[src/rtl/fetch_params.svh]
`ifndef FETCH_PARAMS_SVH
`define FETCH_PARAMS_SVH

// Width of every fetch address and of the PC register
`define FETCH_XLEN 32

// BTB size, indexed with the PC bits just above bit 1
`define BTB_ENTRIES 16

// Return address stack depth, a power of two so the pointer wraps on its own
`define RAS_DEPTH 4

// Instruction memory depth in 32-bit words
`define IMEM_WORDS 256

// First address fetched after reset
`define RESET_PC 32'h0000_0000

`endif

[src/rtl/fetch_pkg.sv]
`default_nettype none

`include "fetch_params.svh"

package fetch_pkg;

  // Prediction that chose a fetch address, carried along with that address
  typedef struct packed {
    logic                   btb_hit;
    logic                   taken;
    logic                   is_return;
    logic                   ras_used;
    logic [`FETCH_XLEN-1:0] target;
  } pred_t;

  // One fetched instruction handed to decode
  typedef struct packed {
    logic                   valid;
    logic [31:0]            instr;
    logic [`FETCH_XLEN-1:0] pc;
    logic [`FETCH_XLEN-1:0] pc_plus4;
    pred_t                  pred;
  } fetch_out_t;

  // Control flow correction coming back from execute
  typedef struct packed {
    logic                   valid;
    logic [`FETCH_XLEN-1:0] target;
  } redirect_t;

  // BTB training write
  typedef struct packed {
    logic                   valid;
    logic [`FETCH_XLEN-1:0] pc;
    logic [`FETCH_XLEN-1:0] target;
    logic                   is_return;
  } btb_update_t;

  // Instruction memory load, addressed by word
  typedef struct packed {
    logic                           en;
    logic [$clog2(`IMEM_WORDS)-1:0] addr;
    logic [31:0]                    data;
  } imem_wr_t;

endpackage

`default_nettype wire

[src/rtl/isa_pkg.sv]
`default_nettype none

package isa_pkg;

  // J-type layout, which is how JAL is laid out
  typedef struct packed {
    logic       imm20;
    logic [9:0] imm10_1;
    logic       imm11;
    logic [7:0] imm19_12;
    logic [4:0] rd;
    logic [6:0] opcode;
  } j_type_t;

  // I-type layout, shared by JALR and the ALU immediate group
  typedef struct packed {
    logic [11:0] imm;
    logic [4:0]  rs1;
    logic [2:0]  funct3;
    logic [4:0]  rd;
    logic [6:0]  opcode;
  } i_type_t;

  // One instruction word seen through either layout
  typedef union packed {
    j_type_t j;
    i_type_t i;
  } instr_u;

  localparam logic [6:0] OP_IMM  = 7'b0010011;
  localparam logic [6:0] OP_JAL  = 7'b1101111;
  localparam logic [6:0] OP_JALR = 7'b1100111;

  localparam logic [4:0] REG_ZERO = 5'd0;
  localparam logic [4:0] REG_RA   = 5'd1;

  // addi x0, x0, 0
  localparam logic [31:0] I_NOP = {12'd0, REG_ZERO, 3'b000, REG_ZERO, OP_IMM};

endpackage

`default_nettype wire

[src/rtl/fetch_stage_bram.sv]
`default_nettype none
`timescale 1ns/1ps

`include "fetch_params.svh"

module fetch_stage_bram (
  input  wire logic                   clk,
  input  wire logic                   rst_n,
  input  wire logic                   valid_if,
  input  wire logic [`FETCH_XLEN-1:0] pc_next,
  input  wire fetch_pkg::pred_t       pred,
  input  wire logic                   flush,
  input  wire logic                   advance,
  output logic                        imem_ren,
  output logic [`FETCH_XLEN-1:0]      imem_raddr,
  input  wire logic [31:0]            imem_rdata,
  output fetch_pkg::fetch_out_t       fetch
);

  logic [`FETCH_XLEN-1:0] pc_q;
  logic [`FETCH_XLEN-1:0] pc_plus4_q;
  logic [`FETCH_XLEN-1:0] target_q;
  logic                   valid_q;
  logic                   btb_hit_q;
  logic                   taken_q;
  logic                   is_return_q;
  logic                   ras_used_q;

  // Early fetch: the RAM is addressed with pc_next, so a predicted target is
  // read in the same cycle the prediction is made
  // A flushed cycle issues no read, next_pc_sel presents the target again
  assign imem_raddr = pc_next;
  assign imem_ren   = valid_if && advance && !flush;

  // The RAM output register holds the word read on the last advancing edge
  // These registers capture the matching address and prediction on that edge
  always_ff @(posedge clk) begin
    if (advance) begin
      pc_q       <= pc_next;
      pc_plus4_q <= pc_next + `FETCH_XLEN'(4);
      target_q   <= pred.target;
    end
  end

  // valid_q follows the read enable, which keeps it low until the first real
  // read and drops it for the cycle after a flush
  // A dead bundle carries no prediction either
  always_ff @(posedge clk) begin
    if (!rst_n) begin
      valid_q     <= 1'b0;
      btb_hit_q   <= 1'b0;
      taken_q     <= 1'b0;
      is_return_q <= 1'b0;
      ras_used_q  <= 1'b0;
    end else if (advance) begin
      valid_q     <= valid_if && !flush;
      btb_hit_q   <= pred.btb_hit && !flush;
      taken_q     <= pred.taken && !flush;
      is_return_q <= pred.is_return && !flush;
      ras_used_q  <= pred.ras_used && !flush;
    end
  end

  // While stalled there is no read, so the RAM output and these registers
  // all hold and the bundle stays steady
  always_comb begin
    fetch.valid          = valid_q;
    // The RAM output is meaningless for a dead bundle, decode sees a NOP there
    fetch.instr          = valid_q ? imem_rdata : isa_pkg::I_NOP;
    fetch.pc             = pc_q;
    fetch.pc_plus4       = pc_plus4_q;
    fetch.pred.btb_hit   = btb_hit_q;
    fetch.pred.taken     = taken_q;
    fetch.pred.is_return = is_return_q;
    fetch.pred.ras_used  = ras_used_q;
    fetch.pred.target    = target_q;
  end

endmodule

`default_nettype wire

[config.mk]
export PLATFORM = sky130hd
export DESIGN_NAME = fetch_stage_bram
export DESIGN_NICKNAME = d
export VERILOG_FILES = /design/src/rtl/fetch_pkg.sv /design/src/rtl/isa_pkg.sv /design/src/rtl/fetch_stage_bram.sv
export VERILOG_INCLUDE_DIRS = /design/src /design/src/rtl
export SDC_FILE = /design/constraint.sdc
export NUM_CORES = 1
export LEC_CHECK = 0
export BUFFER_PORTS_ARGS = -buffer_cell sky130_fd_sc_hd__buf_2
export CORE_AREA = 2 2 106 108
export DETAILED_ROUTE_END_ITERATION = 10
export DIE_AREA = 0 0 108 110
export HOLD_SLACK_MARGIN = 0.06
export PLACE_DENSITY = 0.77
export SYNTH_ARGS = -nofsm -noshare
export SYNTH_HDL_FRONTEND = slang
export SYNTH_SLANG_ARGS = --single-unit
[constraint.sdc]
create_clock -name clk -period 1.7 [get_ports clk]
set_input_delay 0.17 -clock clk [delete_from_list [all_inputs] [get_ports clk]]
set_output_delay 0.17 -clock clk [all_outputs]
set_load 0.02 [all_outputs]
# ---- Word level (Yosys, flattened, before mapping)
# Index checks and enable logic that the tools add are counted.
dict set report word_totals {
  ff_bits 101
  latch_bits 0
  ramBits 0
  romBits 0
  input_bits 105
  output_inout_bits 166
  word_cells 18
  memories 0
}
dict set report classes {
  n_addsub 1
  mul 0
  n_div 0
  magnitude_cmp 0
  eq_ne 0
  shift 0
  muxes 1
  n_bitwise 0
  n_reduce_logical 8
}
# op n
set op_table {}
lappend op_table {{$add A32 B3 Y32 const B} 1}
lappend op_table {{$mux W32} 1}
lappend op_table {{$logic_and A1 B1 Y1} 7}
lappend op_table {{$logic_not A1 Y1} 1}

# ---- Logic depth before layout (Yosys ltp)
dict set report logic_depth {
  ltp_word 2
  depth_mapped 5
  depth_no_buf 5
}

# ---- Least setup slack after synthesis
# Ideal clock, no wire load.
dict set report synth_path {
  path_type {input to register}
  from {input pc_next[2]}
  to {register pc_plus4_q[22] (data pin)}
  arrival_ns 1.169
  t_required_ns 1.442
  setup_slack_ns 0.273
  path_stages 5
  path_buffers 0
  path_cell_list {ha_1 nand4_2 nor4_4 nand4_1 xnor2_1}
}
dict set report synth_via {
  elab_chain_cells 1
}
# element line
set synth_rtl {}
lappend synth_rtl {{start, declared} fetch_stage_bram.sv:10} ;# input wire logic [`FETCH_XLEN-1:0] pc_next,
lappend synth_rtl {{$add A32 B3 Y32} fetch_stage_bram.sv:40} ;# pc_plus4_q <= pc_next + `FETCH_XLEN'(4);
lappend synth_rtl {{end signal, assigned} fetch_stage_bram.sv:40}
lappend synth_rtl {{end, declared} fetch_stage_bram.sv:21} ;# logic [`FETCH_XLEN-1:0] pc_plus4_q;
# Every way passes these cells.
# A chain may end at the register's enable or synchronous reset.

# ---- Worst setup path after layout
dict set report layout_path {
  from {input pc_next[24]}
  to {register pc_plus4_q[31] (data pin)}
}
# The elaborated chain is that of the path after synthesis.

==> flow_metrics.tcl <==
set metrics [dict create \
    skew_ns 0 \
    min_path_type "input port to flip-flop" \
    synthTopCellsByArea "edfxtp_1, buf_4, and2_1, xnor2_1, dfxtp_1" \
    die_area_sq_mm 0.0119 \
    p_switching_mw 1.47 \
    crit_path_top_delay_cell "dlygate4sd3_1" \
    clockPowerShare_pct 25.7 \
    synth_common_cells "edfxtp_1, buf_4, and2_1" \
    track_usage_pct 17.1 \
    ys_types 28 \
    dr.pass1.iters 4 \
    drtIter0Drc 102 \
    dieHeight_um 110 \
    nNetsFinal 679 \
    cap_violations 0 \
    cpPeakStageDelay_ns 0.52 \
    grt_max_degree 61 \
    switching_share_pct 27.9 \
    yosys_warnings 0 \
    clkLatencyLatePin_ns 0.35 \
    setup_viol 0 \
    clockBufferDepth 2 \
    worstPathMaxFanout 6 \
    worstMarginPinSlew_ns 0.336 \
    combPwrFrac_pct 18.8 \
    cts-root-buf "clkbuf_8" \
    crit_family "simple AND/OR/NAND/NOR gates" \
    crit_type "input port to flip-flop" \
    synth_area_sq_mm 0.00414 \
    cts_made_buffers 9 \
    syn_nets 383 \
    period_share_pct 94.4 \
    drc_errors 0 \
    antenna_cells 0 \
    pin_count 271 \
    clkTransAtPathRegs_ns 0.10 \
    cp.arrival_ns 1.72 \
    yosysMostFrequentCell "edfxtp_1" \
    dpl.hpwl_um 7870 \
    crit_buf_inv 2 \
    routed_via_density 4.54 \
    drive_gt1_share_pct 51.9 \
    postCtsSetupRepairBufs 0 \
    fp.dieW_um 108 \
    crit_top_cell "nand4_1" \
    powerDensity_mw_per_mm2 861 \
    post-place-ws_ns 0.0194 \
    clkSinkCount 99 \
    run_status "complete, no violations" \
    final_antenna_net_count 0 \
    grt_pass1_vias 3105 \
    crit_cells 6 \
    hold_depth 1 \
    crit_chain "dlygate4sd3_1, buf_2, nand4_1, nor4_2, nand4_1, xnor2_1" \
    synth-edff-count 94 \
    relSlewSlack_pct 77.4 \
    io_buffers 270 \
    cp_data_required_time_ns 1.81 \
    synth-seq-cells 99 \
    synth-main-ff-cell "edfxtp_1" \
    finalCriticalPeriod_ns 1.60 \
    ys_seq_area_share_pct 70.7 \
    synthCells 277 \
    synth_top_area_share_pct 68.2 \
    worst_setup_path_start_kind "input port" \
    setup_slack_ns 0.0955 \
    cellLeakagePower_nw 2.75 \
    drt-wirelength-per-cell_um 15.0 \
    fill_cells 861 \
    core_sq_mm 0.0107 \
    seq_power_share_pct 55.5 \
    stdcell_area_sq_mm 0.00611 \
    rr_worst_depth 3 \
    yosys.area.top_type "edfxtp_1" \
    initial_core_util_pct 38.7 \
    grt_pass1_wl_um 15200 \
    antenna_found_initial 0 \
    fin_cells 718 \
    num_rows 38 \
    vias 3263 \
    htree_num_levels 3 \
    hold_viol 0 \
    place_inst 652 \
    clock.fmax_ghz 0.623 \
    p_total_mw 5.26 \
    slew_violations 0 \
    postSynthAreaPerCell_sq_um 14.9 \
    cts_tree "done" \
    place_congestion 0.755 \
    place_area_sq_mm 0.00543 \
    wl_um 10800 \
    syn2layout_area_growth_pct 47.8 \
    p_int_mw 3.79 \
    worstSetupEndpointType "flip-flop" \
    grt-ovfl-total 0 \
    ys_async_sr_fraction_pct 0 \
    irDropWorstVdd_mv 0.497 \
]
state kept, by name, indices dropped and copies added, names as in the netlist:
name         cells
taken_q          1
pc_plus4_q      30
btb_hit_q        1
ras_used_q       1
target_q        32
valid_q          1
is_return_q      1
pc_q            32
per-layer routing:
metal / global-route usage, % / part of all wire (%) / up-vias
li1: - / - / 1541
met1: 18.4 / 36 / 1505
met2: 31.5 / 53 / 200
met3: 4.64 / 8.8 / 17
met4: 7.78 / 1.8 / 0
met5: 0 / 0 / -
worst register-to-register path: stages (launching register included):
cell,delay (ns)
dfxtp_1,0.31
buf_4,0.20
nor2b_1,0.16
o21a_1,0.17
kinds of logic after synthesis:
group,after synthesis,synth area share [%]
AND/OR/NAND/NOR,99,14.8
flip-flops,99,70.7
buffers and inverters,45,7.62
XOR/XNOR,28,5.93
AO/OA/AOI/OAI,5,0.666
adder cells (fa/ha/maj),1,0.302
power by group through the flow:
stage	registers [mW]	clock network, mW	logic [mW]
CTS	2.92	1.42	0.993
finish	2.92	1.36	0.987
global route	2.94	1.50	1.05
detailed placement	2.98	0	0.903
global placement	2.97	0	0.891
floorplan	3.23	0	0.236
per-stage QoR:
step	hold slack [ns]	TNS, ns	utilization, %
after floorplan	0.269	0	-
after global placement	0.348	0	50.8
after detailed placement	0.349	0	50.8
after CTS	0.0607	0	57.1
after global routing	0.0647	-0.0212	57.1
final	0.0792	0	57.1
timing repair:
item | in CTS | in global routing
resized for setup | 0 | 2
hold buffers | 50 | 0
setup endpoints to repair | 0 | 5
hold endpoints to repair | 50 | 0
cell type report:
class                   instances  area, sq um  share of cell area, %
clock buffers                   9          124                   2.03
multi-input cells             133          905                   14.8
well taps                     140          175                   2.87
clock inverters                 7         51.3                  0.839
inverters                       2         7.51                  0.123
repair buffers                328         1930                   31.5
flip-flops and latches         99         2920                   47.8
cells in the final DEF, fill, tap and decap left out, types with 3 or more instances in the layout:
master and n:
nor2_1 5, nand3_1 9, xor2_1 9, xnor2_1 19, nand2b_1 3, clkbuf_8 9, edfxtp_1 94, buf_4 8
nand2_1 13, buf_2 269, and2_1 31, nand4_1 12, nor3_1 4, a21oi_1 4, dlygate4sd3_1 50, nor2b_1 10
dfxtp_1 5
final timing paths:
path / startpoint / slack (ns) / end
setup / recovery: pc_next[24] / 0.1 / pc_plus4_q[31]
hold / removal: pc_next[14] / 0.08 / pc_q[14]
setup reg to reg: valid_q / 0.77 / valid_q
hold reg to reg: is_return_q / 0.65 / is_return_q
Power figures use the tool's default switching activity.
