==> src/rtl/fetch_params.svh <==
`ifndef FETCH_PARAMS_SVH
`define FETCH_PARAMS_SVH

// Width of every fetch address and of the PC register
`define FETCH_XLEN 32

// BTB size, indexed with the PC bits just above bit 1
`define BTB_ENTRIES 16

// Return address stack depth, a power of two so the pointer wraps on its own
`define RAS_DEPTH 4

// Instruction memory depth in 32-bit words
`define IMEM_WORDS 256

// First address fetched after reset
`define RESET_PC 32'h0000_0000

`endif

==> src/rtl/fetch_pkg.sv <==
`default_nettype none

`include "fetch_params.svh"

package fetch_pkg;

  // Prediction that chose a fetch address, carried along with that address
  typedef struct packed {
    logic                   btb_hit;
    logic                   taken;
    logic                   is_return;
    logic                   ras_used;
    logic [`FETCH_XLEN-1:0] target;
  } pred_t;

  // One fetched instruction handed to decode
  typedef struct packed {
    logic                   valid;
    logic [31:0]            instr;
    logic [`FETCH_XLEN-1:0] pc;
    logic [`FETCH_XLEN-1:0] pc_plus4;
    pred_t                  pred;
  } fetch_out_t;

  // Control flow correction coming back from execute
  typedef struct packed {
    logic                   valid;
    logic [`FETCH_XLEN-1:0] target;
  } redirect_t;

  // BTB training write
  typedef struct packed {
    logic                   valid;
    logic [`FETCH_XLEN-1:0] pc;
    logic [`FETCH_XLEN-1:0] target;
    logic                   is_return;
  } btb_update_t;

  // Instruction memory load, addressed by word
  typedef struct packed {
    logic                           en;
    logic [$clog2(`IMEM_WORDS)-1:0] addr;
    logic [31:0]                    data;
  } imem_wr_t;

endpackage

`default_nettype wire

==> src/rtl/isa_pkg.sv <==
`default_nettype none

package isa_pkg;

  // J-type layout, which is how JAL is laid out
  typedef struct packed {
    logic       imm20;
    logic [9:0] imm10_1;
    logic       imm11;
    logic [7:0] imm19_12;
    logic [4:0] rd;
    logic [6:0] opcode;
  } j_type_t;

  // I-type layout, shared by JALR and the ALU immediate group
  typedef struct packed {
    logic [11:0] imm;
    logic [4:0]  rs1;
    logic [2:0]  funct3;
    logic [4:0]  rd;
    logic [6:0]  opcode;
  } i_type_t;

  // One instruction word seen through either layout
  typedef union packed {
    j_type_t j;
    i_type_t i;
  } instr_u;

  localparam logic [6:0] OP_IMM  = 7'b0010011;
  localparam logic [6:0] OP_JAL  = 7'b1101111;
  localparam logic [6:0] OP_JALR = 7'b1100111;

  localparam logic [4:0] REG_ZERO = 5'd0;
  localparam logic [4:0] REG_RA   = 5'd1;

  // addi x0, x0, 0
  localparam logic [31:0] I_NOP = {12'd0, REG_ZERO, 3'b000, REG_ZERO, OP_IMM};

endpackage

`default_nettype wire

==> src/rtl/ras.sv <==
`default_nettype none
`timescale 1ns/1ps

`include "fetch_params.svh"

module ras (
  input  wire logic                  clk,
  input  wire logic                  rst_n,
  input  wire fetch_pkg::fetch_out_t fetch,
  input  wire logic                  advance,
  input  wire logic                  pop,
  output logic                       top_valid,
  output logic [`FETCH_XLEN-1:0]     top
);

  localparam int PTR_W = $clog2(`RAS_DEPTH);
  localparam int CNT_W = $clog2(`RAS_DEPTH + 1);

  logic [`FETCH_XLEN-1:0] stack_q [`RAS_DEPTH];
  logic [PTR_W-1:0]       ptr_q;
  logic [CNT_W-1:0]       count_q;

  isa_pkg::instr_u word;
  logic            is_jal_call;
  logic            is_jalr_call;
  logic            push;
  logic            pop_ok;

  // Predecode the bundle leaving fetch
  // A call is any jump that links into ra, direct or indirect
  assign word         = fetch.instr;
  assign is_jal_call  = (word.j.opcode == isa_pkg::OP_JAL) && (word.j.rd == isa_pkg::REG_RA);
  assign is_jalr_call = (word.i.opcode == isa_pkg::OP_JALR) && (word.i.rd == isa_pkg::REG_RA);

  // Only push once, on the edge where decode takes the bundle
  assign push = fetch.valid && advance && (is_jal_call || is_jalr_call);

  // Popping an empty stack does nothing
  assign pop_ok = pop && (count_q != '0);

  // ptr_q always points at the current top entry
  always_ff @(posedge clk) begin
    if (!rst_n) begin
      ptr_q   <= '0;
      count_q <= '0;
    end else begin
      unique case ({push, pop_ok})
        2'b10: begin
          ptr_q <= ptr_q + PTR_W'(1);
          // Once full, the oldest entry is overwritten and the count saturates
          if (count_q != CNT_W'(`RAS_DEPTH)) begin
            count_q <= count_q + CNT_W'(1);
          end
        end
        2'b01: begin
          ptr_q   <= ptr_q - PTR_W'(1);
          count_q <= count_q - CNT_W'(1);
        end
        // Push plus pop is a replacement of the top, depth is unchanged
        default: begin
        end
      endcase
    end
  end

  always_ff @(posedge clk) begin
    if (push) begin
      if (pop_ok) begin
        stack_q[ptr_q] <= fetch.pc_plus4;
      end else begin
        stack_q[ptr_q + PTR_W'(1)] <= fetch.pc_plus4;
      end
    end
  end

  assign top_valid = (count_q != '0);
  assign top       = stack_q[ptr_q];

endmodule

`default_nettype wire

==> config.mk <==
export PLATFORM = sky130hd
export DESIGN_NAME = ras
export DESIGN_NICKNAME = d
export VERILOG_FILES = /design/src/rtl/fetch_pkg.sv /design/src/rtl/isa_pkg.sv /design/src/rtl/ras.sv
export VERILOG_INCLUDE_DIRS = /design/src /design/src/rtl
export SDC_FILE = /design/constraint.sdc
export NUM_CORES = 1
export LEC_CHECK = 0
export BUFFER_PORTS_ARGS = -buffer_cell sky130_fd_sc_hd__buf_2
export CORE_MARGIN = 2
export CORE_UTILIZATION = 30
export DETAILED_ROUTE_END_ITERATION = 8
export HOLD_SLACK_MARGIN = 0.05
export SLEW_MARGIN = 20
export SYNTH_ARGS = -nofsm -noshare
export SYNTH_HDL_FRONTEND = slang
export SYNTH_SLANG_ARGS = --single-unit
==> constraint.sdc <==
create_clock -name clk -period 7.2 [get_ports clk]
set_clock_uncertainty 0.2 [all_clocks]
set_input_delay 0.72 -clock clk [delete_from_list [all_inputs] [get_ports clk]]
set_output_delay 0.72 -clock clk [all_outputs]
set_load 0.02 [all_outputs]
---- Word level (Yosys, flattened, before mapping) ----
Memories as Yosys holds them, arrays and structs flattened. A register that Yosys moved wholly into a read port is not among the register bits.
Cells that the tools add are included.
storage, ports and cells
  register bits ........................... 5
  bits in latches ......................... 0
  memory bits (writable) .................. 128
  bits in read-only memories .............. 0
  input bits .............................. 137
  memories kept ........................... 1
memory list
  name     depth  width  read ports  clocked after memory_dff  wr ports  line       RTL
  stack_q  4      32     1           1                         1         ras.sv:19  logic [`FETCH_XLEN-1:0] stack_q [`RAS_DEPTH];
operators by class
  $add $sub $neg .......................... 4
  multipliers ............................. 0
  div/mod/pow operators ................... 0
  magnitude comparators ................... 0
  eq/ne operators ......................... 7
  shift operators ......................... 0
  multiplexer cells ....................... 14
  bitwise gates (word level) .............. 0
  reductions and logical operators ........ 10
operator list
  operator                                           number
  two-way mux 32 bit                                 1
  OR reduction 32 bit                                1
  == test 7 bit (second input constant)              2
  two-way mux 1 bit                                  7
  two-way mux 2 bit                                  3
  one-hot mux 3 bit (2 select lines)                 1
  == test 5 x 1 -> 1 bit (second input constant)     1
  logical AND 1 bit                                  5
  one-hot mux 2 bit (2 select lines)                 1
  adder 3 x 1 -> 3 bit (second input constant)       1
  two-way mux 3 bit                                  1
  inequality test 3 bit (second input constant)      1
  nonzero test 3 bit                                 1
  subtractor 3 x 1 -> 3 bit (second input constant)  1
  adder 2 x 1 -> 2 bit (second input constant)       1
  == test 2 x 1 -> 1 bit (second input constant)     1
  == test 2 bit (second input constant)              1
  inequality test 2 bit (second input constant)      1
  AND reduction 2 bit                                1
  nonzero test 2 bit                                 1
  subtractor 2 x 1 -> 2 bit (second input constant)  1
  logical OR 1 bit                                   1

---- Logic depth before layout (Yosys ltp) ----
  depth after elaboration ................. 8
  mapped depth ............................ 10
  mapped depth without buffers ............ 9

---- Worst setup path before layout ----
OpenSTA, ideal clock, no wires.
  kind .................................... input to register
  from .................................... input fetch[104] (netlist bit)
  to ...................................... memory stack_q[2][0] (netlist bit) (enable)
  library setup time ...................... 0.466 ns
  arrival time ............................ 3.931 ns
  slack ................................... 2.603 ns
  stages .................................. 6
  buffers on the path ..................... 1
  path through ............................ nor4b_1 and4_1 ha_1 buf_2 nand2_1 o21ai_0
on the way
  cells in the longest elaborated chain, start to end .. 8
  elaborated cells on any way between the ends .. 13
  those cells by class .................... eq/ne (2); mux (6); reduce/logical (5)
RTL lines
  element                                                                         line                  RTL
  start, declared                                                                 ras.sv:9              input wire fetch_pkg::fetch_out_t fetch,
  == test 7 bit, on equally long branches                                         ras.sv:32, ras.sv:33
  logical AND 1 bit, on equally long branches                                     ras.sv:32, ras.sv:33
  logical OR 1 bit *                                                              ras.sv:36             assign push = fetch.valid && advance && (is_jal_call || is_jalr_call);
  logical AND 1 bit *                                                             ras.sv:36
  two-way mux 1 bit                                                               ras.sv:67             if (push) begin
  two-way mux 1 bit (implied by the code)                                         ras.sv:71             stack_q[ptr_q + PTR_W'(1)] <= fetch.pc_plus4;
  OR reduction 32 bit (no source line)                                            n/a
  two-way mux 2 bit (no source line) / two-way mux 1 bit (equally long branches)  n/a
  end, declared                                                                   ras.sv:19
Every way passes the cells marked *; elsewhere a longest branch is shown, timed or not.

==> metrics.txt <==
status finished, final reports clean; multi-input combinational cell area 1050 um^2; Critical Path AT approximately 2.3 ns; Die Width 135 um; Comb power frac 0.182; Async SR Flop Fraction 0; ANT cells 0; CP max stage delay between 0.6 and 0.7 ns; reg-to-reg slack, setup about 4.3 ns; Post-Route Setup TNS 0 ns; maximum vdd drop 0.175 mV; Clock transition at path regs 0.05 ns; Post-synth EDFFs 128; post-route DRC violation count 0; Final min period 3.26 ns; worst-skew pair later-pin latency just over 0.4 ns; TritonCTS Sinks 135; GRT met1 Usage 0.121; WHS Path Cells 2; leading area contributor after synthesis edfxtp_1; Primary FF master, synth edfxtp_1; # H-tree levels 4; post_cts resized 0; FF-to-FF Start count_q[0]; share of the synthesized area in the top cell type 0.749; Routed Antenna Nets 0; CTS Hold Bufs 0; FF+latch count, synth between 100 and 150; met2 Track Usage GR 0.174; register area between 3000 and 4000 um^2; Mean Syn Cell Area roughly 23 um^2; type of the worst min-delay path reg -> reg; clock tree root buffer cell clkbuf_16; DIE AREA between 15000 and 20000 um^2; Slew @ Worst Pin approximately 1.1 ns; largest net degree at the start of global routing 33; Critical Path Source Type register; Slew Limit Headroom 0.294; final core utilization 0.381; Reg2Reg Depth 5; f_max between 300 and 400 MHz; Num CTS Buffers 17; Critical Path Fanout Max 18; antenna violations before repair 0; First DRT Iteration DRCs between 100 and 150; synth unique cells 31; filler instances 1519; GRT Util Overall 0.106; top post-synthesis cells by area edfxtp_1 (75%), mux4_2 (13%), dfxtp_1 (2.7%); CTS max path bufs 2; static leakage ~2.1 nW; routed vias/inst about 4.5; Final Max Tran Viols 0; unrepaired setup endpoints after global routing no; post-synthesis sequential area ratio 0.777; mapped cell area 5130 um^2; clock share of power 0.386; global-route wire length before repair approximately 14 mm; drt total wl around 9.0 mm; hold path start count_q[0]; WS Path Type reg -> out; # setup viols final 0; Net count, final between 400 and 500; fraction of layout cells with a size suffix above 1 0.437; num ports between 150 and 200; post-CTS setup buffers 0; hold endpoint count_q[0]; Post-Syn Nets between 300 and 400; met3 Use GR 0.0375; PortBufs 80; Die Ht 135 um; CP endpoint kind output pin; Net Sw Frac 0.255; sw power roughly 0.00055 W; Layout area overhead 23.6%; Pint ~0.0016 W; worst reg2reg endpoint stack_q[3][14]; Vias about 2400; total grt overflow 0; Placer Congestion between 0.6 and 0.7; vias in the first global route around 2600; wire per inst 16.4 um; max-cap viol count 0; Cell Pwr Density 340 nW/um^2; Post-DP HPWL around 5.3 mm; drt pass-1 iters 4; Site Rows 47; Gate Count Post-Synth between 200 and 250; gr busiest metal met2; Worst Path Required approximately 6.3 ns; sequential fraction of design power 0.432; Tcrit/Tclk final 0.452; Ys Warns 0; CP Cell Sequence buf_4 -> mux4_2 -> buf_2; CTS tree yes; CP max stage cell dfxtp_2; initial core utilization 0.308; Final Hold Fails 0; core area 16600 um^2
[cells by family after synthesis]
family	after synthesis	synth area share
AO/OA/AOI/OAI	13	0.0178
AND/OR/NAND/NOR	21	0.0232
XOR/XNOR	2	0.00342
multiplexers	33	0.144
adder cells (fa/ha/maj)	4	0.0112
buffers and inverters	14	0.0237
flip-flops	135	0.777
[synth_stat cells (2+ instances only)]
library cell and n:
edfxtp_1 128, mux4_2 30, dfxtp_1 7, buf_2 4, inv_1 4, nand2_1 4, nor2_1 4, o21ai_0 4
buf_12 3, ha_1 3, a21boi_1 2, a21o_1 2, a31oi_1 2, buf_4 2, mux4_1 2, nand4_1 2
nor2b_1 2, nor3b_1 2, or3_1 2, xnor2_1 2
[metal layers]
metal	vias up	routed length, um
met4	0	143
met1	1242	3720
met5	-	0
met3	11	547
met2	67	4550
li1	1120	-
[per-stage QoR]
| step | worst slack, ns | cells | power, W | hold slack [ns] | area (um^2) |
|---|---|---|---|---|---|
| after global placement | 3.68 | 514 | 0.00133 | 0.267 | 5740 |
| after floorplan | 2.60 | 222 | 0.00126 | 0.256 | 5130 |
| after CTS | 3.82 | 546 | 0.00219 | 0.293 | 6310 |
| final | 3.94 | 547 | 0.00215 | 0.292 | 6340 |
| after detailed placement | 3.61 | 514 | 0.00135 | 0.284 | 5740 |
| after global routing | 3.74 | 547 | 0.00225 | 0.307 | 6340 |
[registers in the layout (all words and copies together), names as in the netlist, named ones only]
| signal | count |
|---|---|
| count_q | 3 |
| ptr_q | 2 |
| stack_q | 128 |
[critical path, delay by kind of cell, from the launching register on]
kind                   cells  cell delay [ns]
flip-flops                 1             0.69
multiplexers               1             0.58
buffers and inverters      2             0.66
[worst max-delay path by stage]
stage | to | slack (ns) | depth (start not counted)
after global placement | stack_q[3][5] | 3.68 | 6
after global routing | top[5] | 3.74 | 3
after detailed placement | stack_q[1][5] | 3.61 | 6
after CTS | top[5] | 3.82 | 3
after floorplan | stack_q[2][0] | 2.60 | 6
final | top[2] | 3.94 | 3
[cells in the final DEF, fill, tap and decap left out, types with 2 or more instances in the layout]
| master | instances |
|---|---|
| or3_1 | 2 |
| nor2_1 | 3 |
| nand2_1 | 4 |
| a21o_1 | 2 |
| mux4_2 | 30 |
| xnor2_1 | 2 |
| a21boi_1 | 2 |
| ha_1 | 3 |
| buf_4 | 2 |
| nor3b_1 | 2 |
| nand4_1 | 2 |
| clkbuf_16 | 17 |
| inv_1 | 4 |
| buf_2 | 80 |
| dfxtp_1 | 5 |
| clkbuf_1 | 4 |
| clkinv_2 | 2 |
| mux4_1 | 2 |
| bufinv_16 | 3 |
| edfxtp_1 | 128 |
| a31oi_1 | 2 |
| o21ai_0 | 3 |
| clkinv_1 | 4 |
| dfxtp_2 | 2 |
[layout make-up]
| cell class | count | area share |
|---|---|---|
| sequential | 135 | 0.629 |
| multi-input combinational | 73 | 0.166 |
| timing repair buffer | 83 | 0.0699 |
| clock buffer | 21 | 0.0695 |
| tap | 220 | 0.0434 |
| clock inverter | 11 | 0.0207 |
| inverter | 4 | 0.00237 |
[power by group through the flow]
| stage | Clock (W) | Sequential (W) | Combinational, W |
|---|---|---|---|
| final | 0.000832 | 0.000931 | 0.000392 |
| after global routing | 0.000894 | 0.000939 | 0.000419 |
| after CTS | 0.000856 | 0.000935 | 0.000399 |
| after detailed placement | 0 | 0.000951 | 0.000398 |
| after global placement | 0 | 0.000948 | 0.000387 |
| after floorplan | 0 | 0.000901 | 0.000355 |
No activity file was read; power rests on OpenSTA's default activity.
