$ cat src/rtl/fetch_params.svh
`ifndef FETCH_PARAMS_SVH
`define FETCH_PARAMS_SVH

// Width of every fetch address and of the PC register
`define FETCH_XLEN 32

// BTB size, indexed with the PC bits just above bit 1
`define BTB_ENTRIES 16

// Return address stack depth, a power of two so the pointer wraps on its own
`define RAS_DEPTH 4

// Instruction memory depth in 32-bit words
`define IMEM_WORDS 256

// First address fetched after reset
`define RESET_PC 32'h0000_0000

`endif

$ cat src/rtl/fetch_pkg.sv
`default_nettype none

`include "fetch_params.svh"

package fetch_pkg;

  // Prediction that chose a fetch address, carried along with that address
  typedef struct packed {
    logic                   btb_hit;
    logic                   taken;
    logic                   is_return;
    logic                   ras_used;
    logic [`FETCH_XLEN-1:0] target;
  } pred_t;

  // One fetched instruction handed to decode
  typedef struct packed {
    logic                   valid;
    logic [31:0]            instr;
    logic [`FETCH_XLEN-1:0] pc;
    logic [`FETCH_XLEN-1:0] pc_plus4;
    pred_t                  pred;
  } fetch_out_t;

  // Control flow correction coming back from execute
  typedef struct packed {
    logic                   valid;
    logic [`FETCH_XLEN-1:0] target;
  } redirect_t;

  // BTB training write
  typedef struct packed {
    logic                   valid;
    logic [`FETCH_XLEN-1:0] pc;
    logic [`FETCH_XLEN-1:0] target;
    logic                   is_return;
  } btb_update_t;

  // Instruction memory load, addressed by word
  typedef struct packed {
    logic                           en;
    logic [$clog2(`IMEM_WORDS)-1:0] addr;
    logic [31:0]                    data;
  } imem_wr_t;

endpackage

`default_nettype wire

$ cat src/rtl/btb.sv
`default_nettype none
`timescale 1ns/1ps

`include "fetch_params.svh"

module btb (
  input  wire logic                   clk,
  input  wire logic                   rst_n,
  input  wire logic [`FETCH_XLEN-1:0] pc,
  input  wire fetch_pkg::btb_update_t wr,
  output logic                        hit,
  output logic [`FETCH_XLEN-1:0]      target,
  output logic                        is_return
);

  localparam int IDX_W = $clog2(`BTB_ENTRIES);
  localparam int TAG_W = `FETCH_XLEN - IDX_W - 2;

  logic [`BTB_ENTRIES-1:0] valid_q;
  logic [`BTB_ENTRIES-1:0] ret_q;
  logic [TAG_W-1:0]        tag_q    [`BTB_ENTRIES];
  logic [`FETCH_XLEN-1:0]  target_q [`BTB_ENTRIES];

  logic [IDX_W-1:0] rd_idx;
  logic [IDX_W-1:0] wr_idx;
  logic [TAG_W-1:0] rd_tag;
  logic [TAG_W-1:0] wr_tag;

  // Bits 1:0 are always zero for RV32I without compressed instructions
  assign rd_idx = pc[IDX_W+1:2];
  assign rd_tag = pc[`FETCH_XLEN-1:IDX_W+2];
  assign wr_idx = wr.pc[IDX_W+1:2];
  assign wr_tag = wr.pc[`FETCH_XLEN-1:IDX_W+2];

  // Lookup is purely combinational so the target can steer pc_next this cycle
  // Every hit counts as taken, the table only holds taken branches and jumps
  assign hit       = valid_q[rd_idx] && (tag_q[rd_idx] == rd_tag);
  assign target    = target_q[rd_idx];
  assign is_return = hit && ret_q[rd_idx];

  always_ff @(posedge clk) begin
    if (!rst_n) begin
      valid_q <= '0;
    end else if (wr.valid) begin
      valid_q[wr_idx] <= 1'b1;
    end
  end

  // A training write simply replaces whatever entry sat at that index
  always_ff @(posedge clk) begin
    if (wr.valid) begin
      tag_q[wr_idx]    <= wr_tag;
      target_q[wr_idx] <= wr.target;
      ret_q[wr_idx]    <= wr.is_return;
    end
  end

endmodule

`default_nettype wire

$ cat config.mk
export PLATFORM = sky130hd
export DESIGN_NAME = btb
export DESIGN_NICKNAME = d
export VERILOG_FILES = /design/src/rtl/fetch_pkg.sv /design/src/rtl/btb.sv
export VERILOG_INCLUDE_DIRS = /design/src /design/src/rtl
export SDC_FILE = /design/constraint.sdc
export NUM_CORES = 1
export LEC_CHECK = 0
export BUFFER_PORTS_ARGS = -buffer_cell sky130_fd_sc_hd__buf_2
export CAP_MARGIN = 25
export CORE_ASPECT_RATIO = 0.7
export CORE_MARGIN = 3
export CORE_UTILIZATION = 40
export DETAILED_ROUTE_END_ITERATION = 7
export PLACE_DENSITY = 0.67
export SYNTH_ARGS = -nofsm -noshare
export SYNTH_HDL_FRONTEND = slang
export SYNTH_SLANG_ARGS = --single-unit
$ cat constraint.sdc
create_clock -name clk -period 7.8 [get_ports clk]
set_clock_uncertainty 0.2 [all_clocks]
set_input_delay 0.39 -clock clk [delete_from_list [all_inputs] [get_ports clk]]
set_output_delay 0.39 -clock clk [all_outputs]
set_load 0.05 [all_outputs]
# Word level (Yosys, flattened, before mapping)
# Memory sizes are Yosys's and may differ from the RTL's.
# Cells that the tools add are included.
# totals
reg_bits	32
mem_bits_rw	928
input_bits	100
out_inout_bits	34
word_cells	21
n_memories	2
# memory_table
memory	words	width	read_ports	rd_ports_with_merged_regs	wr	line	rtl
target_q	16	32	1	0	1	btb.sv:22	logic [`FETCH_XLEN-1:0] target_q [`BTB_ENTRIES];
tag_q	16	26	1	0	1	btb.sv:21	logic [TAG_W-1:0] tag_q [`BTB_ENTRIES];
# classes
magnitude_cmp	3
n_eq_ne	1
mux	9
bitwise	1
n_reduce_logical	3
# ops
cell	n
equality test 26 bit	1
bitwise mux 16 bit	1
OR 16 bit	1
less-than comparator 4 x 5 -> 1 bit, second input constant	2
binary-select mux 1 bit (select 4 bit)	2
two-way mux 1 bit	5
demux 1 bit (select 4 bit)	1
greater-or-equal comparator 4 x 1 -> 1 bit, second input constant	1
logical AND 1 bit	3

# Longest topological paths before layout
# Gate-level depths: netlist (run 1).
# logic_depth
depth_word	5
depth_mapped	12
depth_no_buf	7

# Least setup slack after synthesis (run 1)
# Ideal clock, no wire load.
# synth_path
path_type	in2reg
from	input wr[35] in the netlist's numbering
to	register ret_q[0], enable pin
setup_ns	0.552
arrival_ns	4.970
t_required_ns	7.048
path_slack_ns	2.079
cell_stages	2
path_buffers	0
cell_sequence	or3b_2 -> nor3_1
# synth_rtl
element	line	rtl
start, declared	btb.sv:10	input wire fetch_pkg::btb_update_t wr,
end signal, assigned by index	btb.sv:54	ret_q[wr_idx] <= wr.is_return;
end, declared	btb.sv:20	logic [`BTB_ENTRIES-1:0] ret_q;

# Worst setup path after layout (run 1)
# layout_path
from	input pc[3]
to	output hit
# layout_via
elab_chain_len	3
word_cells_on_any_way	5
cone_classes	eq/ne (1); mux (2); reduce/logical (1); memory (1)
# layout_rtl
element	line	rtl
start, declared	btb.sv:9	input wire logic [`FETCH_XLEN-1:0] pc,
memory (16 x 26 bit) or binary-select mux 1 bit (select 4 bit) (tied branches)	n/a	
equality test 26 bit or two-way mux 1 bit (tied branches)	btb.sv:37	assign hit = valid_q[rd_idx] && (tag_q[rd_idx] == rd_tag);
logical AND 1 bit (*)	btb.sv:37	
end, declared	btb.sv:11	output logic hit,
# Every way passes the cells marked *; elsewhere a longest branch is shown, timed or not. The select of a mux whose other input is x is not followed.

==> results of run 1 <==
flip-flops by register name, summed over array words and instances, names as in the netlist:
register and cells:
target_q 512, ret_q 16, tag_q 416, valid_q 16
logic make-up (layout without fill, tap and decap cells):
| kind of cell | count (synthesis) | in the layout |
|---|---|---|
| AO/OA/AOI/OAI | 61 | 61 |
| XOR/XNOR | 31 | 31 |
| buffers and inverters | 79 | 395 |
| flip-flops | 960 | 960 |
| multiplexers | 323 | 323 |
| other | 0 | 6 |
| AND/OR/NAND/NOR | 63 | 63 |
cell type report:
cell class                 count  area [µm²]  area share
multi-input combinational    478        7770       0.183
inverter                       4        17.5    0.000413
antenna                        6        15.0    0.000354
clock inverter                50         410     0.00967
clock buffer                 116        2430      0.0574
tap                         1222        1530      0.0360
timing repair buffer         225        1590      0.0375
sequential                   960       28700       0.675
worst min path at each step:
stage | startpoint | endpoint | slack [ns]
3_3_place_gp | valid_q[9]$_SDFFE_PN0P_ | valid_q[9]$_SDFFE_PN0P_ | 0.24
5_1_grt | wr[38] | tag_q[1][20]$_DFFE_PP_ | 0.22
3_5_place_dp | valid_q[12]$_SDFFE_PN0P_ | valid_q[12]$_SDFFE_PN0P_ | 0.25
6_report | wr[38] | tag_q[1][12]$_DFFE_PP_ | 0.23
4_1_cts | wr[38] | tag_q[1][24]$_DFFE_PP_ | 0.19
2_1_floorplan | valid_q[12]$_SDFFE_PN0P_ | valid_q[12]$_SDFFE_PN0P_ | 0.24
routing by layer:
layer,wire length (µm),global-route usage
met5,67,0
met4,1680,0.0418
met3,6120,0.0380
met2,38700,0.266
met1,35300,0.252
cells in the final DEF (no fill, tap or decap), types with 3 or more instances in the layout:
cell type	instances
a21oi_1	8
a221oi_1	6
a31oi_1	3
buf_2	126
buf_4	34
bufinv_16	6
clkbuf_1	22
clkbuf_16	94
clkinv_1	21
clkinv_2	16
dfxtp_1	16
diode_2	6
dlygate4sd3_1	60
edfxtp_1	944
inv_6	4
mux2_2	11
mux2i_1	43
mux4_2	269
nand2_1	11
nand2b_1	5
nand3_1	4
nand4_1	3
nor2_1	5
nor2_4	12
nor2b_1	5
nor3_1	3
nor3_2	5
o21a_1	17
o221ai_1	4
o22ai_1	9
or2_2	3
xnor2_1	23
xor2_1	8
power by group:
group / switching, mW / total [mW] / internal [mW]
clock: 1.82 / 4.22 / 2.41
combinational: 0.399 / 0.668 / 0.269
sequential: 0.0223 / 5.79 / 5.77
total: 2.24 / 10.7 / 8.45
metrics by stage:
step	util	power, mW	setup slack [ns]
CTS	0.468	10.8	2.63
finish	0.468	10.7	2.68
detailed placement	0.430	6.55	2.63
global placement	0.429	6.53	2.60
global route	0.468	11.0	2.51
floorplan	-	6.32	2.08
==> impl_metrics.py, run 1 <==
metrics = {
    "synthesis": {
        "syn_nets": 1617,
        "synth_top_area_frac": 0.770,
        "ys_ff_latch": 960,
        "synth_top_family_by_area": "multiplexers",
        "synth_compound_area_frac": 0.0120,
        "synth_fa_ha_area_frac": 0,
        "ys_types": 49,
        "synthTopCellsByCount": "edfxtp_1 (944), mux4_2 (269), mux2i_1 (43)",
        "synth_area_leader_cell": "edfxtp_1",
        "ys_seq_area_frac": 0.779,
        "yosysMostFrequentCell": "edfxtp_1",
        "synthMuxAreaShare": 0.180,
        "yosys.area_share.simple": 0.00922,
        "synth_warnings": 0,
        "synthArstFlopShare": 0,
        "synth_xor_area_frac": 0.00738,
        "synthFlopType": "edfxtp_1",
        "synth_cells": 1517,
        "synth_area_leaders": "edfxtp_1 (77%), mux4_2 (16%), mux2i_1 (1.2%)",
        "synth_edf_count": 944,
        "synth_area_per_cell_um2": 24.3,
        "syn_area_um2": 36800,
    },
    "timing": {
        "fmax_ghz": 0.195,
        "fin_crit_ns": 5.12,
        "relSlewSlack": 0.309,
        "whs_ns": 0.227,
        "setup_violations": 0,
        "rsz0062_at_grt": "false",
        "tns_ns": 0,
        "worst_slew_pin_slew_ns": 1.03,
        "fin_crit_sh": 0.657,
        "finalMaxSlewViolations": 0,
        "finalHoldViolCount": 0,
    },
    "critical_path": {
        "path_cells": "buf_8, buf_4, clkinv_1, mux2i_1, xnor2_1, nor3_2, o221ai_1, or4_4, nor4b_2, buf_2",
        "critPathCaptureType": "output port",
        "critical_path.startpoint": "pc[3]",
        "worstPathRequired_ns": 7.21,
        "critical_path.max_stage_delay_ns": 0.73,
        "regToRegEndpoint": "valid_q[14]$_SDFFE_PN0P_",
        "reg2reg_from": "valid_q[14]$_SDFFE_PN0P_",
        "crit_family": "buffers and inverters",
        "cp_num_buf_inv": 4,
        "crit_end": "hit",
        "critPathMaxFanout": 96,
        "startpoint_type": "primary input",
        "ff2ff_setup_slack_ns": 7.00,
        "path_depth": 10,
        "reg2reg_depth": 1,
        "arrival_ns": 4.53,
        "worst_path_max_delay_cell": "buf_4",
        "crit_type": "in -> out",
    },
    "drt": {
        "wire_per_inst_um": 26.7,
        "drt_iter0_drc": 1989,
        "vias": 16900,
        "final_antenna_net_count": 0,
        "drt-total-wl_um": 81800,
        "first_pass_iters": 5,
        "drc_errors": 0,
        "viasPerCell": 5.51,
    },
    "worst_hold_path": {
        "whs_path_depth": 3,
        "hold_path.class": "in -> reg",
    },
    "run_status": {
        "status": "finished clean",
    },
    "clock_tree": {
        "clk_pin_slew_ns": 0.06,
        "clockRootBuffer": "clkbuf_16",
        "clockBufferDepth": 3,
        "clkLatencyLatePin_ns": 0.63,
        "cts_made_buffers": 92,
        "cts.htree.levels": 3,
        "holdBufCountCts": 60,
        "clock_sinks": 960,
        "cts_tree": "built",
        "post_cts_buffers": 0,
        "ctsResizeCount": 0,
    },
    "die": {
        "die_h_um": 260,
        "ios": 134,
        "rows": 92,
        "start_util": 0.406,
        "die_w_um": 369,
        "coreArea_um2": 90600,
        "die-area_um2": 95700,
    },
    "layout": {
        "area_growth_pct": 15.3,
        "fin_nets": 1861,
        "fin_area_um2": 42400,
        "layout-drive-gt1-share": 0.324,
        "fill_cells": 7324,
        "layout.cells.non_filler": 3061,
    },
    "placement": {
        "place_area_um2": 39000,
        "port_buffers": 129,
        "hpwl_um": 42600,
        "placed_cells": 2828,
        "routabilityCongestion": 0.749,
    },
    "power_and_ir_drop": {
        "p_per_area_nw_per_um2": 252,
        "vdd_drop_max_mv": 0.157,
        "p_leak_nw": 13.4,
    },
    "grt": {
        "grt_pass1_wl_um": 121000,
        "grt.total_usage": 0.172,
        "grt_pass1_vias": 17500,
        "grt_start_max_net_pins": 97,
        "gr-total-overflow": 0,
        "antenna_found_initial": 13,
    },
    "run": {
        "cap_violations": 0,
    },
}
Power figures use the tool's default switching activity.
==> run 2: changes to the inputs <==
==> constraint.sdc (replaced) <==
create_clock -name clk -period 5.3 [get_ports clk]
set_clock_uncertainty 0.2 [all_clocks]
set_input_delay 0.265 -clock clk [delete_from_list [all_inputs] [get_ports clk]]
set_output_delay 0.265 -clock clk [all_outputs]
set_load 0.05 [all_outputs]
==> impl_metrics.py, run 2 (same netlist as run 1, synthesis figures left out) <==
metrics = {
    "timing": {
        "setup_slack_ns": 1.15,
        "tns_ns": 0,
        "finalMaxSlewViolations": 0,
        "setup_violations": 0,
        "worst_slew_pin_slew_ns": 1.03,
        "fin_crit_ns": 4.15,
        "relSlewSlack": 0.311,
        "finalHoldViolCount": 0,
        "rsz0062_at_grt": "false",
        "whs_ns": 0.203,
        "fin_crit_sh": 0.784,
        "fmax_ghz": 0.241,
    },
    "drt": {
        "drt-total-wl_um": 81400,
        "viasPerCell": 5.51,
        "first_pass_iters": 5,
        "wire_per_inst_um": 26.5,
        "drc_errors": 0,
        "final_antenna_net_count": 0,
        "drt_iter0_drc": 1828,
        "vias": 16900,
    },
    "power_and_ir_drop": {
        "p_per_area_nw_per_um2": 368,
        "finalPower_mw": 15.7,
        "vdd_drop_max_mv": 0.222,
        "swShare": 0.212,
        "p_seq_frac": 0.545,
        "switchingPower_mw": 3.32,
        "p_int_mw": 12.3,
        "p_leak_nw": 13.4,
        "power_frac_comb": 0.063,
        "clkPwrFrac": 0.392,
    },
    "critical_path": {
        "reg2reg_from": "valid_q[3]$_SDFFE_PN0P_",
        "startpoint_type": "primary input",
        "critical_path.startpoint": "pc[3]",
        "worstPathRequired_ns": 4.84,
        "critical_path.max_stage_delay_ns": 0.63,
        "path_cells": "buf_8, buf_12, nor2_1, a221oi_1, a21oi_1, o21ai_1, o22ai_1, or4_4, nor4b_2, buf_2",
        "critPathCaptureType": "output port",
        "crit_type": "in -> out",
        "critPathMaxFanout": 87,
        "ff2ff_setup_slack_ns": 4.49,
        "worst_path_max_delay_cell": "buf_8",
        "arrival_ns": 3.69,
    },
    "placement": {
        "placed_cells": 2835,
        "place_area_um2": 39100,
        "place_ws_ns": 1.11,
        "hpwl_um": 41800,
        "routabilityCongestion": 0.751,
        "port_buffers": 129,
    },
    "die": {
        "rows": 92,
        "die-area_um2": 95700,
        "die_w_um": 369,
        "die_h_um": 260,
        "coreArea_um2": 90600,
        "ios": 134,
        "start_util": 0.406,
    },
    "run_status": {
        "status": "finished clean",
    },
    "worst_hold_path": {
        "worstHoldStart": "wr[37]",
        "hold_path.class": "in -> reg",
    },
    "clock_tree": {
        "clock_sinks": 960,
        "clk_pin_slew_ns": 0.06,
        "clockRootBuffer": "clkbuf_16",
        "cts.htree.levels": 3,
        "clockBufferDepth": 3,
        "cts_made_buffers": 93,
        "post_cts_buffers": 0,
        "ctsResizeCount": 0,
        "cts_tree": "built",
        "clkLatencyLatePin_ns": 0.61,
    },
    "layout": {
        "fin_area_um2": 42500,
        "area_growth_pct": 15.6,
        "largestRegisters": "target_q (512), tag_q (416)",
        "final_common_cell": "edfxtp_1",
        "largest_reg_flops": 512,
        "final_cell_mix": "edfxtp_1 (944), mux4_2 (269), buf_2 (126), clkbuf_16 (94), dlygate4sd3_1 (60)",
        "top_register": "target_q",
        "fin_nets": 1868,
        "final_util": 0.470,
        "layout.cells.non_filler": 3069,
        "layout-drive-gt1-share": 0.331,
    },
    "grt": {
        "grt_pass1_wl_um": 120000,
        "grtUsageMet1": 0.249,
        "grt_pass1_vias": 17700,
        "grt_start_max_net_pins": 88,
        "grt.total_usage": 0.171,
        "grtUsageMet3": 0.0373,
        "antenna_found_initial": 10,
        "gr-total-overflow": 0,
        "use_met2": 0.267,
        "grt_busiest_layer": "met2",
    },
    "run": {
        "cap_violations": 0,
    },
}
-- run 2: layout make-up --
cell class	count	area [µm²]
Multi-Input combinational cell	478	7780
Clock buffer	106	2400
Inverter	4	17.5
Tap cell	1222	1530
Clock inverter	63	435
Antenna cell	5	12.5
Sequential cell	960	28700
Fill cell	7282	48000
Timing Repair Buffer	231	1710
-- run 2: final timing paths --
check | end | cells past startpoint
max reg2reg | valid_q[3]$_SDFFE_PN0P_ | 1
max | hit | 10
min reg2reg | valid_q[0]$_SDFFE_PN0P_ | 1
min | tag_q[0][12]$_DFFE_PP_ | 3
-- run 2: repair_timing --
| action | in CTS | in global routing |
|---|---|---|
| setup endpoints to repair | 0 | 0 |
| hold endpoints to repair | 960 | 0 |
| hold buffers | 60 | 0 |
-- run 2: power by group through the flow --
stage | combinational [mW] | clock, mW | sequential (mW)
after floorplan | 0.622 | 0 | 8.68
after global placement | 0.941 | 0 | 8.67
after detailed placement | 0.959 | 0 | 8.69
after CTS | 1.01 | 6.24 | 8.53
after global routing | 1.06 | 6.56 | 8.53
final | 0.989 | 6.14 | 8.53
-- run 2: critical path: cells and delay by family --
kind            cells  cell delay (ns)
compound gates      4             0.95
buf+inv             3             1.27
simple gates        3             1.09
-- run 2: layer usage --
layer	part of all wire	up-vias
met5	0.00075	-
met4	0.017	10
met3	0.071	114
met2	0.48	626
met1	0.43	9107
li1	-	7058
